--- config.mk ---
export PLATFORM = sky130hd
export DESIGN_NAME = ad9361_rx_top
export DESIGN_NICKNAME = d
export VERILOG_FILES = /design/src/design/rx_sample_pkg.sv /design/src/design/rx_phy_pkg.sv /design/src/design/ad9361_rx_top.sv /design/src/design/rx_ctrl_fsm.sv /design/src/design/rx_enable_timer.sv /design/src/design/rx_deframer.sv /design/src/design/rx_ddr_capture.sv
export VERILOG_INCLUDE_DIRS = /design/src /design/src/design
export SDC_FILE = /design/constraint.sdc
export NUM_CORES = 1
export LEC_CHECK = 0
export ABC_AREA = 1
export BUFFER_PORTS_ARGS = -buffer_cell sky130_fd_sc_hd__buf_2
export CAP_MARGIN = 20
export CORE_MARGIN = 2
export CORE_UTILIZATION = 25
export CTS_BUF_LIST = sky130_fd_sc_hd__clkbuf_2 sky130_fd_sc_hd__clkbuf_4 sky130_fd_sc_hd__clkbuf_8
export DETAILED_ROUTE_END_ITERATION = 12
export PLACE_DENSITY_LB_ADDON = 0.25
export REMOVE_ABC_BUFFERS = 1
export SYNTH_ARGS = -nofsm -noshare
export SYNTH_HDL_FRONTEND = slang
export SYNTH_SLANG_ARGS = --single-unit
--- constraint.sdc ---
create_clock -name rx_clk -period 1.46 [get_ports rx_clk]
set_clock_uncertainty 0.1 [all_clocks]
set_input_delay 0.073 -clock rx_clk [delete_from_list [all_inputs] [get_ports rx_clk]]
set_output_delay 0.073 -clock rx_clk [all_outputs]
set_load 0.02 [all_outputs]
--- src/design/rx_defines.svh ---
/* AD9361 receive front end
   widths, enable sequence timing and counter load value */

`ifndef RX_DEFINES_SVH
`define RX_DEFINES_SVH

// port and sample width, CMOS dual-port mode
`define RX_SAMPLE_W 12

// cycles from timer load to start of the enable pulse
`define RX_RESET_DELAY 16

// length of the enable pulse
`define RX_ENABLE_CYCLES 4

// timer load value, delay plus pulse
`define RX_COUNT_MAX (`RX_RESET_DELAY + `RX_ENABLE_CYCLES)

`endif
--- src/design/rx_sample_pkg.sv ---
/* AD9361 receive sample types
   deframed IQ samples and the enable sequencer states */

`include "rx_defines.svh"

package rx_sample_pkg;

  // port 0 is I, port 1 is Q
  typedef struct packed {
    logic [`RX_SAMPLE_W-1:0] i;
    logic [`RX_SAMPLE_W-1:0] q;
  } iq_t;

  // one channel output with its strobe
  typedef struct packed {
    logic valid;
    iq_t  iq;
  } rx_chan_t;

  // radio enable sequence
  typedef enum logic [1:0] {
    IDLE  = 2'd0,
    DELAY = 2'd1,
    PULSE = 2'd2,
    RUN   = 2'd3
  } rx_state_t;

endpackage

--- src/design/rx_phy_pkg.sv ---
/* AD9361 receive pin types
   pin bundle and the half-words captured on each clock edge */

`include "rx_defines.svh"

package rx_phy_pkg;

  // frame and both data ports as seen on the pins
  typedef struct packed {
    logic                     frame;
    logic [`RX_SAMPLE_W-1:0]  p0;
    logic [`RX_SAMPLE_W-1:0]  p1;
  } rx_pins_t;

  // one half-word, same layout as the pins
  typedef struct packed {
    logic                     frame;
    logic [`RX_SAMPLE_W-1:0]  p0;
    logic [`RX_SAMPLE_W-1:0]  p1;
  } rx_half_t;

  // fall is channel 0, rise is channel 1
  typedef struct packed {
    rx_half_t fall;
    rx_half_t rise;
  } rx_ddr_t;

endpackage

--- src/design/ad9361_rx_top.sv ---
/* AD9361 CMOS dual-port receive front end, RX only
   capture, deframing and radio enable sequencing on rx_clk */

`timescale 1ns/1ps

module ad9361_rx_top (
  input  logic                    rx_clk,
  input  logic                    rst_n,
  input  rx_phy_pkg::rx_pins_t    pins,
  input  logic                    rearm,
  output logic                    enable,
  output rx_sample_pkg::rx_chan_t chan_0,
  output rx_sample_pkg::rx_chan_t chan_1,
  output logic                    frame_err
);

  import rx_phy_pkg::*;

  rx_ddr_t ddr;
  logic    load;
  logic    in_window;
  logic    done;
  logic    rx_active;

  ////////////////////////////////////////////////////////////
  // data path
  ////////////////////////////////////////////////////////////

  rx_ddr_capture u_capture (
    .rx_clk (rx_clk),
    .rst_n  (rst_n),
    .pins   (pins),
    .ddr    (ddr)
  );

  rx_deframer u_deframer (
    .rx_clk    (rx_clk),
    .rst_n     (rst_n),
    .ddr       (ddr),
    .rx_active (rx_active),
    .chan_0    (chan_0),
    .chan_1    (chan_1),
    .frame_err (frame_err)
  );

  ////////////////////////////////////////////////////////////
  // radio enable control
  ////////////////////////////////////////////////////////////

  rx_enable_timer u_timer (
    .rx_clk    (rx_clk),
    .rst_n     (rst_n),
    .load      (load),
    .in_window (in_window),
    .done      (done)
  );

  rx_ctrl_fsm u_ctrl (
    .rx_clk    (rx_clk),
    .rst_n     (rst_n),
    .rearm     (rearm),
    .in_window (in_window),
    .done      (done),
    .load      (load),
    .enable    (enable),
    .rx_active (rx_active)
  );

endmodule

--- src/design/rx_ctrl_fsm.sv ---
/* radio enable sequencer, loads the timer after reset or rearm
   and opens the sample path once the enable pulse is over */

`timescale 1ns/1ps

module rx_ctrl_fsm (
  input  logic rx_clk,
  input  logic rst_n,
  input  logic rearm,
  input  logic in_window,
  input  logic done,
  output logic load,
  output logic enable,
  output logic rx_active
);

  import rx_sample_pkg::*;

  rx_state_t state;
  rx_state_t state_nxt;

  // IDLE only lasts the first cycle out of reset
  assign load = (state == IDLE) || rearm;

  always_comb begin
    state_nxt = state;
    case (state)
      IDLE:  state_nxt = DELAY;
      DELAY: if (in_window) state_nxt = PULSE;
      PULSE: if (done) state_nxt = RUN;
      RUN:   state_nxt = RUN;
      default: state_nxt = IDLE;
    endcase
    // restart the sequence from any active state
    if (rearm && state != IDLE) begin
      state_nxt = DELAY;
    end
  end

  always_ff @(posedge rx_clk or negedge rst_n) begin
    if (!rst_n) begin
      state  <= IDLE;
      enable <= 1'b0;
    end else begin
      state  <= state_nxt;
      enable <= in_window && !rearm && (state == DELAY || state == PULSE);
    end
  end

  assign rx_active = (state == RUN);

endmodule

--- src/design/rx_enable_timer.sv ---
/* down counter timing the radio reset delay and the enable window */

`timescale 1ns/1ps

`include "rx_defines.svh"

module rx_enable_timer (
  input  logic rx_clk,
  input  logic rst_n,
  input  logic load,
  output logic in_window,
  output logic done
);

  localparam int CNT_W = $clog2(`RX_COUNT_MAX + 1);

  logic [CNT_W-1:0] count;

  always_ff @(posedge rx_clk or negedge rst_n) begin
    if (!rst_n) begin
      count <= '0;
    end else if (load) begin
      count <= CNT_W'(`RX_COUNT_MAX);
    end else if (count != '0) begin
      count <= count - 1'b1;
    end
  end

  // last RX_ENABLE_CYCLES counts before zero
  assign in_window = (count != '0) && (count <= CNT_W'(`RX_ENABLE_CYCLES));
  assign done      = (count == '0);

endmodule

--- src/design/rx_deframer.sv ---
/* pairs the captured halves into channel 0 and channel 1 IQ samples
   valid from the rx_frame pattern, frame_err on inverted framing */

`timescale 1ns/1ps

module rx_deframer (
  input  logic                    rx_clk,
  input  logic                    rst_n,
  input  rx_phy_pkg::rx_ddr_t     ddr,
  input  logic                    rx_active,
  output rx_sample_pkg::rx_chan_t chan_0,
  output rx_sample_pkg::rx_chan_t chan_1,
  output logic                    frame_err
);

  import rx_sample_pkg::*;

  logic good_frame;
  logic bad_frame;
  logic valid_q;
  iq_t  iq_0_q;
  iq_t  iq_1_q;

  // frame high on the falling half, low on the rising half
  assign good_frame = ddr.fall.frame & ~ddr.rise.frame;
  // swapped halves
  assign bad_frame  = ~ddr.fall.frame & ddr.rise.frame;

  always_ff @(posedge rx_clk or negedge rst_n) begin
    if (!rst_n) begin
      valid_q   <= 1'b0;
      frame_err <= 1'b0;
    end else begin
      // samples are dropped until the radio is running
      valid_q   <= good_frame & rx_active;
      frame_err <= bad_frame;
    end
  end

  // sample payload
  always_ff @(posedge rx_clk) begin
    iq_0_q.i <= ddr.fall.p0;
    iq_0_q.q <= ddr.fall.p1;
    iq_1_q.i <= ddr.rise.p0;
    iq_1_q.q <= ddr.rise.p1;
  end

  assign chan_0.valid = valid_q;
  assign chan_0.iq    = iq_0_q;
  assign chan_1.valid = valid_q;
  assign chan_1.iq    = iq_1_q;

endmodule

--- src/design/rx_ddr_capture.sv ---
/* generic DDR capture of both AD9361 data ports and rx_frame
   falling half re-timed so both halves update on the rising edge */

`timescale 1ns/1ps

module rx_ddr_capture (
  input  logic                 rx_clk,
  input  logic                 rst_n,
  input  rx_phy_pkg::rx_pins_t pins,
  output rx_phy_pkg::rx_ddr_t  ddr
);

  import rx_phy_pkg::*;

  rx_half_t fall_q;

  ////////////////////////////////////////////////////////////
  // falling edge, channel 0 half
  ////////////////////////////////////////////////////////////

  always_ff @(negedge rx_clk or negedge rst_n) begin
    if (!rst_n) begin
      fall_q <= '0;
    end else begin
      fall_q <= pins;
    end
  end

  ////////////////////////////////////////////////////////////
  // rising edge, channel 1 half
  ////////////////////////////////////////////////////////////

  // fall_q here is the half from the negedge just before this edge,
  // so the pair leaves together
  always_ff @(posedge rx_clk or negedge rst_n) begin
    if (!rst_n) begin
      ddr <= '0;
    end else begin
      ddr.fall <= fall_q;
      ddr.rise <= pins;
    end
  end

endmodule

Yosys cells after proc, flatten, opt, wreduce, memory -nomap -nowiden
Cells that the tools add are included.

Input bits: 28. Register bits: 133. Output and inout port bits: 52.

Mux-type cells: 6. Bitwise gates (word level): 5. Equality and inequality tests: 5. $add $sub $neg: 1. Reduce and logical (&&, ||, !) cells: 13. Order comparisons: 1.

Operators with widths (count): 5-bit two-way mux (2); 2-bit one-hot mux with 4 select lines (1); 2-bit two-way mux (3); 5-bit by 3-bit less-or-equal comparator with 1-bit output, second input constant (1); 5-bit zero test (1); 5-bit nonzero test (1); 5-bit by 1-bit subtractor with 5-bit output, second input constant (1); 2-bit == test, second input constant (2); 1-bit logical AND (4); 2-bit nonzero test (2); 1-bit AND (3); 3-bit by 1-bit != test with 1-bit output, second input constant (1); 3-bit by 2-bit != test with 1-bit output, second input constant (1); 2-bit by 1-bit == test with 1-bit output, second input constant (1); 2-bit zero test (1); 1-bit logical OR (2); 1-bit inverter (2); 2-bit AND reduction (1); 1-bit zero test (1).

Logic depth before layout (Yosys ltp)
Gate-level depths: netlist (run 1).

Word-level depth: 5. Depth in mapped cells: 9. Depth with buffers taken out: 9.

Modules after synthesis
A second synthesis (run 1) with hierarchy kept.

Cell total of the unflattened synthesis: 197. Area, all modules: 3457.1 um2.

By module, submodules not included: rx_ddr_capture (times used 1, sequential area each 1876.8 um2, cells an instance 75, area an instance 1876.8 um2); rx_deframer (times used 1, sequential area each 1011.0 um2, cells an instance 56, area an instance 1041.0 um2); rx_enable_timer (times used 1, sequential area each 125.1 um2, cells an instance 38, area an instance 281.5 um2); rx_ctrl_fsm (times used 1, sequential area each 75.1 um2, cells an instance 28, area an instance 257.7 um2).

==> results of run 1 <==
-- logic make-up (layout without fill, tap and decap cells) --
logic type / count (synthesis) / count (layout) / synth area share
buf+inv: 13 / 156 / 0.0166
compound gates: 7 / 7 / 0.0121
xor+xnor: 1 / 1 / 0.00258
simple gates: 28 / 28 / 0.0386
flops: 133 / 133 / 0.908
fa+ha+maj: 6 / 6 / 0.0221
-- timing repair --
action	CTS	global route
hold buffers	27	0
resized for setup	0	12
endpoints found under the setup margin	0	6
endpoints found under the hold margin	93	0
buffers inserted	0	4
-- synthesized netlist by cell type --
cell                        n
sky130_fd_sc_hd__nand2_2    3
sky130_fd_sc_hd__xor2_1     1
sky130_fd_sc_hd__o21ai_1    2
sky130_fd_sc_hd__inv_2      2
sky130_fd_sc_hd__a21boi_1   2
sky130_fd_sc_hd__o21ai_0    1
sky130_fd_sc_hd__nand3_1    3
sky130_fd_sc_hd__buf_4      2
sky130_fd_sc_hd__nor2_1     4
sky130_fd_sc_hd__dfxtp_1   48
sky130_fd_sc_hd__a31oi_1    1
sky130_fd_sc_hd__dfrtn_1   25
sky130_fd_sc_hd__dfrtp_1   60
sky130_fd_sc_hd__a21oi_1    1
sky130_fd_sc_hd__ha_1       6
sky130_fd_sc_hd__inv_1      9
sky130_fd_sc_hd__nor2_2     3
sky130_fd_sc_hd__nand2_1   14
sky130_fd_sc_hd__nor2_4     1
-- layout make-up --
type	instances	area share
repair buffers	114	0.155
clock buffers	19	0.0546
inverters	11	0.00861
well taps	176	0.0459
multi-input cells	42	0.0600
clock inverters	12	0.0321
flip-flops and latches	133	0.644
-- cell usage in the layout (no fill, tap or decap) --
| master | n |
|---|---|
| sky130_fd_sc_hd__buf_2 | 78 |
| sky130_fd_sc_hd__o21ai_0 | 1 |
| sky130_fd_sc_hd__nand3_1 | 2 |
| sky130_fd_sc_hd__a31oi_1 | 1 |
| sky130_fd_sc_hd__nor2_1 | 4 |
| sky130_fd_sc_hd__dfrtn_1 | 25 |
| sky130_fd_sc_hd__inv_6 | 1 |
| sky130_fd_sc_hd__buf_4 | 8 |
| sky130_fd_sc_hd__nand3_2 | 1 |
| sky130_fd_sc_hd__clkbuf_8 | 19 |
| sky130_fd_sc_hd__dfrtp_1 | 60 |
| sky130_fd_sc_hd__clkinv_2 | 2 |
| sky130_fd_sc_hd__clkinvlp_4 | 6 |
| sky130_fd_sc_hd__dfxtp_1 | 48 |
| sky130_fd_sc_hd__inv_2 | 7 |
| sky130_fd_sc_hd__buf_12 | 1 |
| sky130_fd_sc_hd__o21ai_1 | 2 |
| sky130_fd_sc_hd__nor2_2 | 2 |
| sky130_fd_sc_hd__dlygate4sd3_1 | 27 |
| sky130_fd_sc_hd__ha_1 | 4 |
| sky130_fd_sc_hd__a21boi_1 | 1 |
| sky130_fd_sc_hd__xor2_1 | 1 |
| sky130_fd_sc_hd__nand2_1 | 13 |
| sky130_fd_sc_hd__nand2_2 | 4 |
| sky130_fd_sc_hd__nor2_4 | 2 |
| sky130_fd_sc_hd__a21boi_2 | 1 |
| sky130_fd_sc_hd__ha_4 | 1 |
| sky130_fd_sc_hd__bufinv_16 | 3 |
| sky130_fd_sc_hd__inv_1 | 4 |
| sky130_fd_sc_hd__a21oi_1 | 1 |
| sky130_fd_sc_hd__ha_2 | 1 |
-- state kept, by name, summed over array words and instances (netlist names) --
| signal | count |
|---|---|
| u_deframer.chan_1 | 24 |
| u_ctrl.state | 2 |
| u_ctrl.enable | 1 |
| u_deframer.frame_err | 1 |
| u_capture.fall_q | 25 |
| u_capture.ddr | 50 |
| u_deframer.chan_0 | 24 |
| u_deframer.valid_q | 1 |
| u_timer.count | 5 |
-- per-layer routing --
metal / share of wire / wire length (um) / vias to the layer above
met5: 0 / 0 / -
met4: 0.018 / 95 / 0
met3: 0.071 / 366 / 8
met2: 0.47 / 2430 / 54
met1: 0.44 / 2280 / 848
li1: - / - / 842
-- stage by stage --
| stage | util | setup TNS (ns) |
|---|---|---|
| 4_1_cts | 0.357 | 0 |
| 6_report | 0.362 | 0 |
| 3_3_place_gp | 0.306 | 0 |
| 5_1_grt | 0.362 | -0.0200 |
| 2_1_floorplan | - | 0 |
| 3_5_place_dp | 0.306 | 0 |
-- power groups by stage --
stage               logic, uW  clock network, uW  registers, uW
global placement          682                  0           4110
finish                    889               3120           4050
global route             1010               3430           4070
floorplan                 323                  0           4210
detailed placement        698                  0           4120
CTS                       755               3250           4050
-- worst min-delay path by stage --
stage	start	to	slack, ns	cells past startpoint
2_1_floorplan	rst_n	u_capture.ddr[0]$_DFF_PN0_	-0.32	0
3_3_place_gp	rst_n	u_capture.ddr[20]$_DFF_PN0_	-0.04	2
3_5_place_dp	rst_n	u_capture.ddr[38]$_DFF_PN0_	-0.04	2
4_1_cts	rst_n	u_capture.ddr[32]$_DFF_PN0_	0.05	3
5_1_grt	rst_n	u_capture.ddr[32]$_DFF_PN0_	0.07	3
6_report	rst_n	u_capture.ddr[7]$_DFF_PN0_	0.07	3
-- worst register-to-register path, delay by kind of cell (launching register included) --
kind	cells	cell delay (ns)
adders and majority gates	1	0.21
AOI/OAI and AO/OA	1	0.17
DFF	1	0.41
and+or+nand+nor	4	0.28
buffers and inverters	2	0.14
==> parameters.txt, run 1 <==
Parameter                              Value

Outcome
  Status ... complete, no violations

Power
  Leakage power ... around 0.0022 uW
  Logic pwr share ... 0.110
  Worst IR Drop VDD ... roughly 0.45 mV
  Power density over cell area ... ~1700 nW/um^2
  Overall Power ... a little over 8000 uW
  Switch Pwr ... ~2000 uW
  Portion of total power attributed to the clock network ... 0.387
  Sw Share ... 0.244
  Int Power ... 6090 uW
  Reg power frac ... 0.503

Placed design
  Routability congestion estimate from global placement ... 0.778
  Placed cells ... about 450
  Total placed instance area ... 4050 sq um
  Count of input and output buffers ... ~80
  Setup Slack @ Placement ... 0.0481 ns
  Placed wire-length estimate ... 3.34 mm

Timing
  Final worst setup slack ... ~0.095 ns
  Period utilization ... 0.935
  Max-slew headroom at the worst pin ... 0.816
  Final-report setup violation count ... 0
  Max-slew violation total from the final report ... 0
  Hold violation count in the final report ... 0
  Timing-limited maximum frequency ... around 730 MHz
  Worst-case hold slack ... ~0.07 ns
  Tmin final ... between 1 and 1.5 ns
  Least-Margin Pin Slew ... 0.276 ns

Critical path
  Startpoint class of the critical path ... flip-flop
  Crit. End Element ... flip-flop
  Longest individual stage delay on the worst path ... 0.41 ns
  CP top delay family ... flip-flops
  CP Launch Point ... u_ctrl.state[1]$_DFFE_PN0P_
  Crit Path Category ... flip-flop to flip-flop
  Critical-path top delay cell ... sky130_fd_sc_hd__dfrtp_1
  Worst r2r path cells ... 8
  Max FO, Critical Path ... 3
  Top cell by count, worst path ... sky130_fd_sc_hd__nand2_1
  Worst reg2reg startpoint ... u_ctrl.state[1]$_DFFE_PN0P_
  Reg-to-reg endpoint ... u_ctrl.state[1]$_DFFE_PN0P_
  Endpoint of the most critical setup path ... u_ctrl.state[1]$_DFFE_PN0P_
  Worst endpoint data arrival time ... approximately 1.6 ns
  Stages on the worst setup path ... 8
  Critical Path, Cell by Cell ... inv_2 -> ha_2 -> inv_2 -> a21boi_1 -> nand2_2 -> nand2_1 -> nand2_1 -> nand2_1
  Critical Path RT ... 1.71 ns
  Register-to-register setup slack ... about 0.095 ns
  Number of buffer and inverter stages on the critical path ... 2

Worst hold path
  Class of the most critical hold timing path ... primary input to async pin

Routing
  Routed vias/inst ... approximately 3.5
  Mean routed wirelength per cell ... ~10 um
  ANT nets after route ... 0
  Drt first pass iters ... 2
  Drt initial violations ... approximately 140
  Residual DRC count ... 0
  Final WL ... ~5.2 mm
  Total number of vias ... between 1500 and 2000

Die
  I/O pin count ... 80
  Width of the die ... 121 um
  Initial Util ... 0.257
  Die height ... approximately 120 um
  Row Count ... between 40 and 50
  Std-Cell Core Area ... 13200 sq um
  Floorplan die area ... approximately 15000 sq um

Clock tree
  Sink count of the clock tree ... 133
  H-Tree Level Count ... 4
  Number of buffers inserted during clock tree synthesis ... 17
  Root Buffer ... sky130_fd_sc_hd__clkbuf_8
  Clock latency of the later-clocked register in the worst-skew pair ... around 0.4 ns
  TritonCTS clock tree ... done
  Clk pin slew, worst setup/hold paths ... around 0.07 ns
  Buffer depth of the longest clock path ... 2

Synth
  Synth Instances ... 188
  Fraction of post-synthesis cell area in the top cell type by area ... 0.442
  Yosys top cell by area ... sky130_fd_sc_hd__dfrtp_1
  Post-synthesis sequential area ratio ... 0.908
  Mapped cell area ... between 3000 and 4000 sq um
  Cell types occupying the most area after synthesis ... sky130_fd_sc_hd__dfrtp_1, sky130_fd_sc_hd__dfxtp_1, sky130_fd_sc_hd__dfrtn_1, sky130_fd_sc_hd__ha_1, sky130_fd_sc_hd__nand2_1
  Ys Warns ... 0
  Count of state elements after synthesis ... about 130
  Unique cell type count in the Yosys netlist ... 19
  Synthesized area divided by synthesized cell count ... between 15 and 20 sq um

Job
  Max-capacitance violation count ... 0

Global routing
  Vias in the first global route ... between 1500 and 2000
  Most heavily used metal layer in global routing ... met2
  GR Util met2 ... 0.117
  Maximum number of pins on one net before global-route repair ... slightly above 40
  Overall Global Routing Usage ... 0.0787
  Grt ovf ... 0
  Met1 routing resource usage after global routing ... 0.0917
  M3 GR Usage ... 0.0406
  First-pass GRT wire length ... about 8.5 mm
  Number of antenna violations at the first check in global routing ... 0

Final layout
  Layout overhead on the synthesized area ... 40.9%
  Post-Layout Cell Count ... slightly above 500
  Sequential Area ... slightly above 3000 sq um
  Post-route cell area ... approximately 4800 sq um
  Number of nets in the layout ... about 350
  Area used by multi-input combinational logic ... 288 sq um
  Fraction of layout cells with a size suffix above 1 ... 0.414
  Fillers ... 1297
  Final antenna diode count ... 0
No activity file was read; power rests on OpenSTA's default activity.
==> inputs of run 2 (changes only) <==
--- a/config.mk
+++ b/config.mk
@@ -6,7 +6,6 @@
 export SDC_FILE = /design/constraint.sdc
 export NUM_CORES = 1
 export LEC_CHECK = 0
-export ABC_AREA = 1
 export BUFFER_PORTS_ARGS = -buffer_cell sky130_fd_sc_hd__buf_2
 export CAP_MARGIN = 20
 export CORE_MARGIN = 2
==> run 2 against run 1 <==
Against the previous run:
- the run now ends with setup timing left
- area after synthesis is 0.48% lower
- largest cell class unchanged
- first-iteration DRC count is 65% lower
- routed wire length is 2.0% higher
- critical path depth is 4 lower
- critical endpoint is now u_timer.count[1]$_DFFE_PN0P_
- synthesized cell count is 8.0% lower
- sequential cell count stayed put
- register-to-register slack worse by 0.32 ns
- global-route usage is 0.51 points higher
- hold slack better by 0.022 ns
- highest routed layer unchanged
- combinational power is 26% lower
==> parameters.txt, run 2 <==
Parameter                              Value

Power
  Leakage power ... 0.00229 uW (+2.5%)
  Worst IR Drop VDD ... 0.406 mV (-10%)
  Power density over cell area ... 1580 nW/um^2 (-5.9%)

Synth
  Yosys top cell by area ... sky130_fd_sc_hd__dfrtp_1
  Dominant register cell in the synthesized netlist ... sky130_fd_sc_hd__dfrtp_1
  Mapped cell area ... 3380 sq um (-0.48%)
  Share of synthesized registers carrying an async set or reset ... 0.639 (unchanged)
  Unique cell type count in the Yosys netlist ... 24 (+5)
  Fraction of post-synthesis cell area in the top cell type by area ... 0.444 (+0.00212)
  Synth Instances ... 173 (-8.0%)
  Most frequent cell after synthesis ... sky130_fd_sc_hd__dfrtp_1
  Top cells by count, synth ... sky130_fd_sc_hd__dfrtp_1, sky130_fd_sc_hd__dfxtp_1, sky130_fd_sc_hd__dfrtn_1
  Synthesized area divided by synthesized cell count ... 19.6 sq um (+8.2%)
  Count of flip-flops with a built-in enable after synthesis ... 0 (unchanged)
  Cell types occupying the most area after synthesis ... sky130_fd_sc_hd__dfrtp_1, sky130_fd_sc_hd__dfxtp_1, sky130_fd_sc_hd__dfrtn_1, sky130_fd_sc_hd__ha_1, sky130_fd_sc_hd__nand2b_1
  Post-synthesis sequential area ratio ... 0.912 (+0.00436)
  Count of state elements after synthesis ... 133 (unchanged)
  Ys Warns ... 0 (unchanged)

Final layout
  Share of the core filled with cells ... 0.369 (+0.00699)
  Area used by multi-input combinational logic ... 310 sq um (+7.8%)
  Layout overhead on the synthesized area ... 44.4%
  Number of nets in the layout ... 347 (-1.7%)
  Fraction of layout cells with a size suffix above 1 ... 0.423 (+0.00942)
  Sequential Area ... 3090 sq um (unchanged)
  Flip-flop count of the largest register, all copies and words added ... 50 (unchanged)
  Leading cell type in the layout, fill and taps excluded ... sky130_fd_sc_hd__buf_2
  Fillers ... 1285 (-0.93%)
  Most frequent cells in the layout ... sky130_fd_sc_hd__buf_2, sky130_fd_sc_hd__dfrtp_1, sky130_fd_sc_hd__dfxtp_1
  Largest registers ... u_capture.ddr (50), u_capture.fall_q (25)
  Register bank with the most flops ... u_capture.ddr
  Final antenna diode count ... 0 (unchanged)

Clock tree
  Root Buffer ... sky130_fd_sc_hd__clkbuf_8
  Clock latency of the later-clocked register in the worst-skew pair ... 0.42 ns (about the same)
  TritonCTS clock tree ... done
  Buffer depth of the longest clock path ... 2 (unchanged)
  Clk pin slew, worst setup/hold paths ... 0.07 ns (about the same)
  Sink count of the clock tree ... 133 (unchanged)
  Number of buffers inserted during clock tree synthesis ... 17 (unchanged)
  H-Tree Level Count ... 4 (unchanged)

Placed design
  Setup Slack @ Placement ... -0.266 ns (-0.314 ns)
  Placed wire-length estimate ... 3.48 mm (+4.4%)
  Count of input and output buffers ... 79 (unchanged)
  Routability congestion estimate from global placement ... 0.676 (-13%)

Worst hold path
  Class of the most critical hold timing path ... primary input to async pin

Timing
  Final worst setup slack ... -0.228 ns (-0.324 ns)
  Setup total negative slack ... -0.843 ns (-0.843 ns)
  Tmin final ... 1.69 ns (+0.324 ns)
  Final-report setup violation count ... 5 (+5)
  Hold violation count in the final report ... 0 (unchanged)
  Unrepaired setup endpoints after global routing ... yes
  Max-slew violation total from the final report ... 0 (unchanged)
  Least-Margin Pin Slew ... 0.221 ns (-0.0550 ns)
  Max-slew headroom at the worst pin ... 0.853 (+0.0367)
  Timing-limited maximum frequency ... 592 MHz (-19%)
  Period utilization ... 1.16 (+0.222)

Global routing
  Grt ovf ... 0 (unchanged)
  Vias in the first global route ... 1814 (+0.95%)
  Overall Global Routing Usage ... 0.0838 (+0.00513)
  Number of antenna violations at the first check in global routing ... 0 (unchanged)
  First-pass GRT wire length ... 8.69 mm (+2.4%)
  Maximum number of pins on one net before global-route repair ... 32 (-22%)

Die
  Initial Util ... 0.256 (-0.00123)
  Std-Cell Core Area ... 13200 sq um (unchanged)
  Row Count ... 42 (unchanged)
  I/O pin count ... 80 (unchanged)
  Floorplan die area ... 14500 sq um (-0.46%)
  Width of the die ... 120 um (-0.23%)
  Die height ... 120 um (-0.23%)

Outcome
  Violations in the final reports ... setup timing
  Status ... finished, violations left

Routing
  Routed vias/inst ... 3.48 (+0.59%)
  Total number of vias ... 1745 (-0.40%)
  Drt first pass iters ... 3 (+1)
  Drt initial violations ... 50 (-65%)
  ANT nets after route ... 0 (unchanged)
  Mean routed wirelength per cell ... 10.5 um (+3.0%)
  Final WL ... 5.28 mm (+2.0%)
  Residual DRC count ... 0 (unchanged)

Critical path
  Startpoint class of the critical path ... flip-flop
  Max FO, Critical Path ... 5 (+2)
  Worst r2r path cells ... 4 (-4)
  Crit Path Category ... flip-flop to flip-flop
  Worst endpoint data arrival time ... 1.92 ns (+0.30 ns)
  Critical Path RT ... 1.69 ns (-0.02 ns)
  Crit. End Element ... flip-flop
  Reg-to-reg endpoint ... u_timer.count[1]$_DFFE_PN0P_
  Register-to-register setup slack ... -0.23 ns (-0.32 ns)
  Worst reg2reg startpoint ... u_timer.count[1]$_DFFE_PN0P_

Job
  Max-capacitance violation count ... 0 (unchanged)
-- run 2: cell count changes in the layout (fill, tap and decap cells not counted), moves of 3 or more --
| cell | delta |
|---|---|
| sky130_fd_sc_hd__clkbuf_4 | +4 |
| sky130_fd_sc_hd__nor3_1 | +3 |
| sky130_fd_sc_hd__clkinvlp_4 | -6 |
| sky130_fd_sc_hd__nand2_1 | -10 |
| sky130_fd_sc_hd__inv_2 | -5 |
| sky130_fd_sc_hd__nand2b_1 | +3 |
| sky130_fd_sc_hd__nand2_2 | -4 |
| sky130_fd_sc_hd__buf_4 | +7 |
-- run 2: cell families after synthesis --
family,after synthesis,synth area share
flops,133,0.912
simple gates,18,0.0322
compound gates,6,0.0137
buf+inv,6,0.00887
fa+ha+maj,6,0.0222
xor+xnor,3,0.00776
mux,1,0.00296
-- run 2: worst max-delay path by stage --
stage	to	slack, ns	startpoint	cells past startpoint
floorplan	u_timer.count[1]$_DFFE_PN0P_	-0.22	u_timer.count[0]$_DFFE_PN0P_	4
global placement	u_timer.count[1]$_DFFE_PN0P_	-0.24	u_timer.count[0]$_DFFE_PN0P_	4
detailed placement	u_ctrl.state[0]$_DFFE_PN0P_	-0.27	u_timer.count[1]$_DFFE_PN0P_	6
CTS	u_ctrl.state[0]$_DFFE_PN0P_	-0.22	u_timer.count[1]$_DFFE_PN0P_	6
global route	u_ctrl.state[0]$_DFFE_PN0P_	-0.28	u_timer.count[1]$_DFFE_PN0P_	6
finish	u_timer.count[1]$_DFFE_PN0P_	-0.23	u_timer.count[1]$_DFFE_PN0P_	4
-- run 2: metal layers --
layer	up-vias	wire (um)	GRT usage
met4	0	137	0.0567
li1	831	-	-
met5	-	0	0
met2	58	2470	0.114
met1	842	2270	0.0976
met3	14	395	0.0509
-- run 2: stage by stage --
step | hold slack (ns) | total power (uW) | instances | cell area (sq um)
floorplan | -0.323 | 4250 | 171 | 3370
global placement | -0.0106 | 4560 | 440 | 4130
detailed placement | -0.0196 | 4580 | 440 | 4130
CTS | 0.0502 | 7880 | 501 | 4870
global route | 0.0567 | 8140 | 502 | 4890
finish | 0.0914 | 7720 | 502 | 4890
-- run 2: area by class of cell --
class | instances | area share
clock buffers | 23 | 0.0597
repair buffers | 123 | 0.171
flip-flops and latches | 133 | 0.632
clock inverters | 9 | 0.0261
inverters | 4 | 0.00307
multi-input cells | 34 | 0.0635
well taps | 176 | 0.0451
-- run 2: timing repair --
action | 4_1_cts | 5_1_grt
hold buffers | 27 | 0
pin swaps | 4 | 1
cloned | 0 | 0
gates resized for setup | 7 | 2
setup buffers | 2 | 1
setup endpoints to repair | 6 | 6
endpoints found under the hold margin | 91 | 0
-- run 2: critical path: stages, from the launching register on --
cell and delay, ns:
sky130_fd_sc_hd__dfrtp_1 0.39, sky130_fd_sc_hd__inv_2 0.07, sky130_fd_sc_hd__ha_4 0.14, sky130_fd_sc_hd__or4b_4 0.54, sky130_fd_sc_hd__a2111oi_4 0.35
-- run 2: power breakdown --
part,switching [uW],internal [uW]
clock,1270,1850
sequential,63.6,3890
combinational,329,327
total,1660,6060
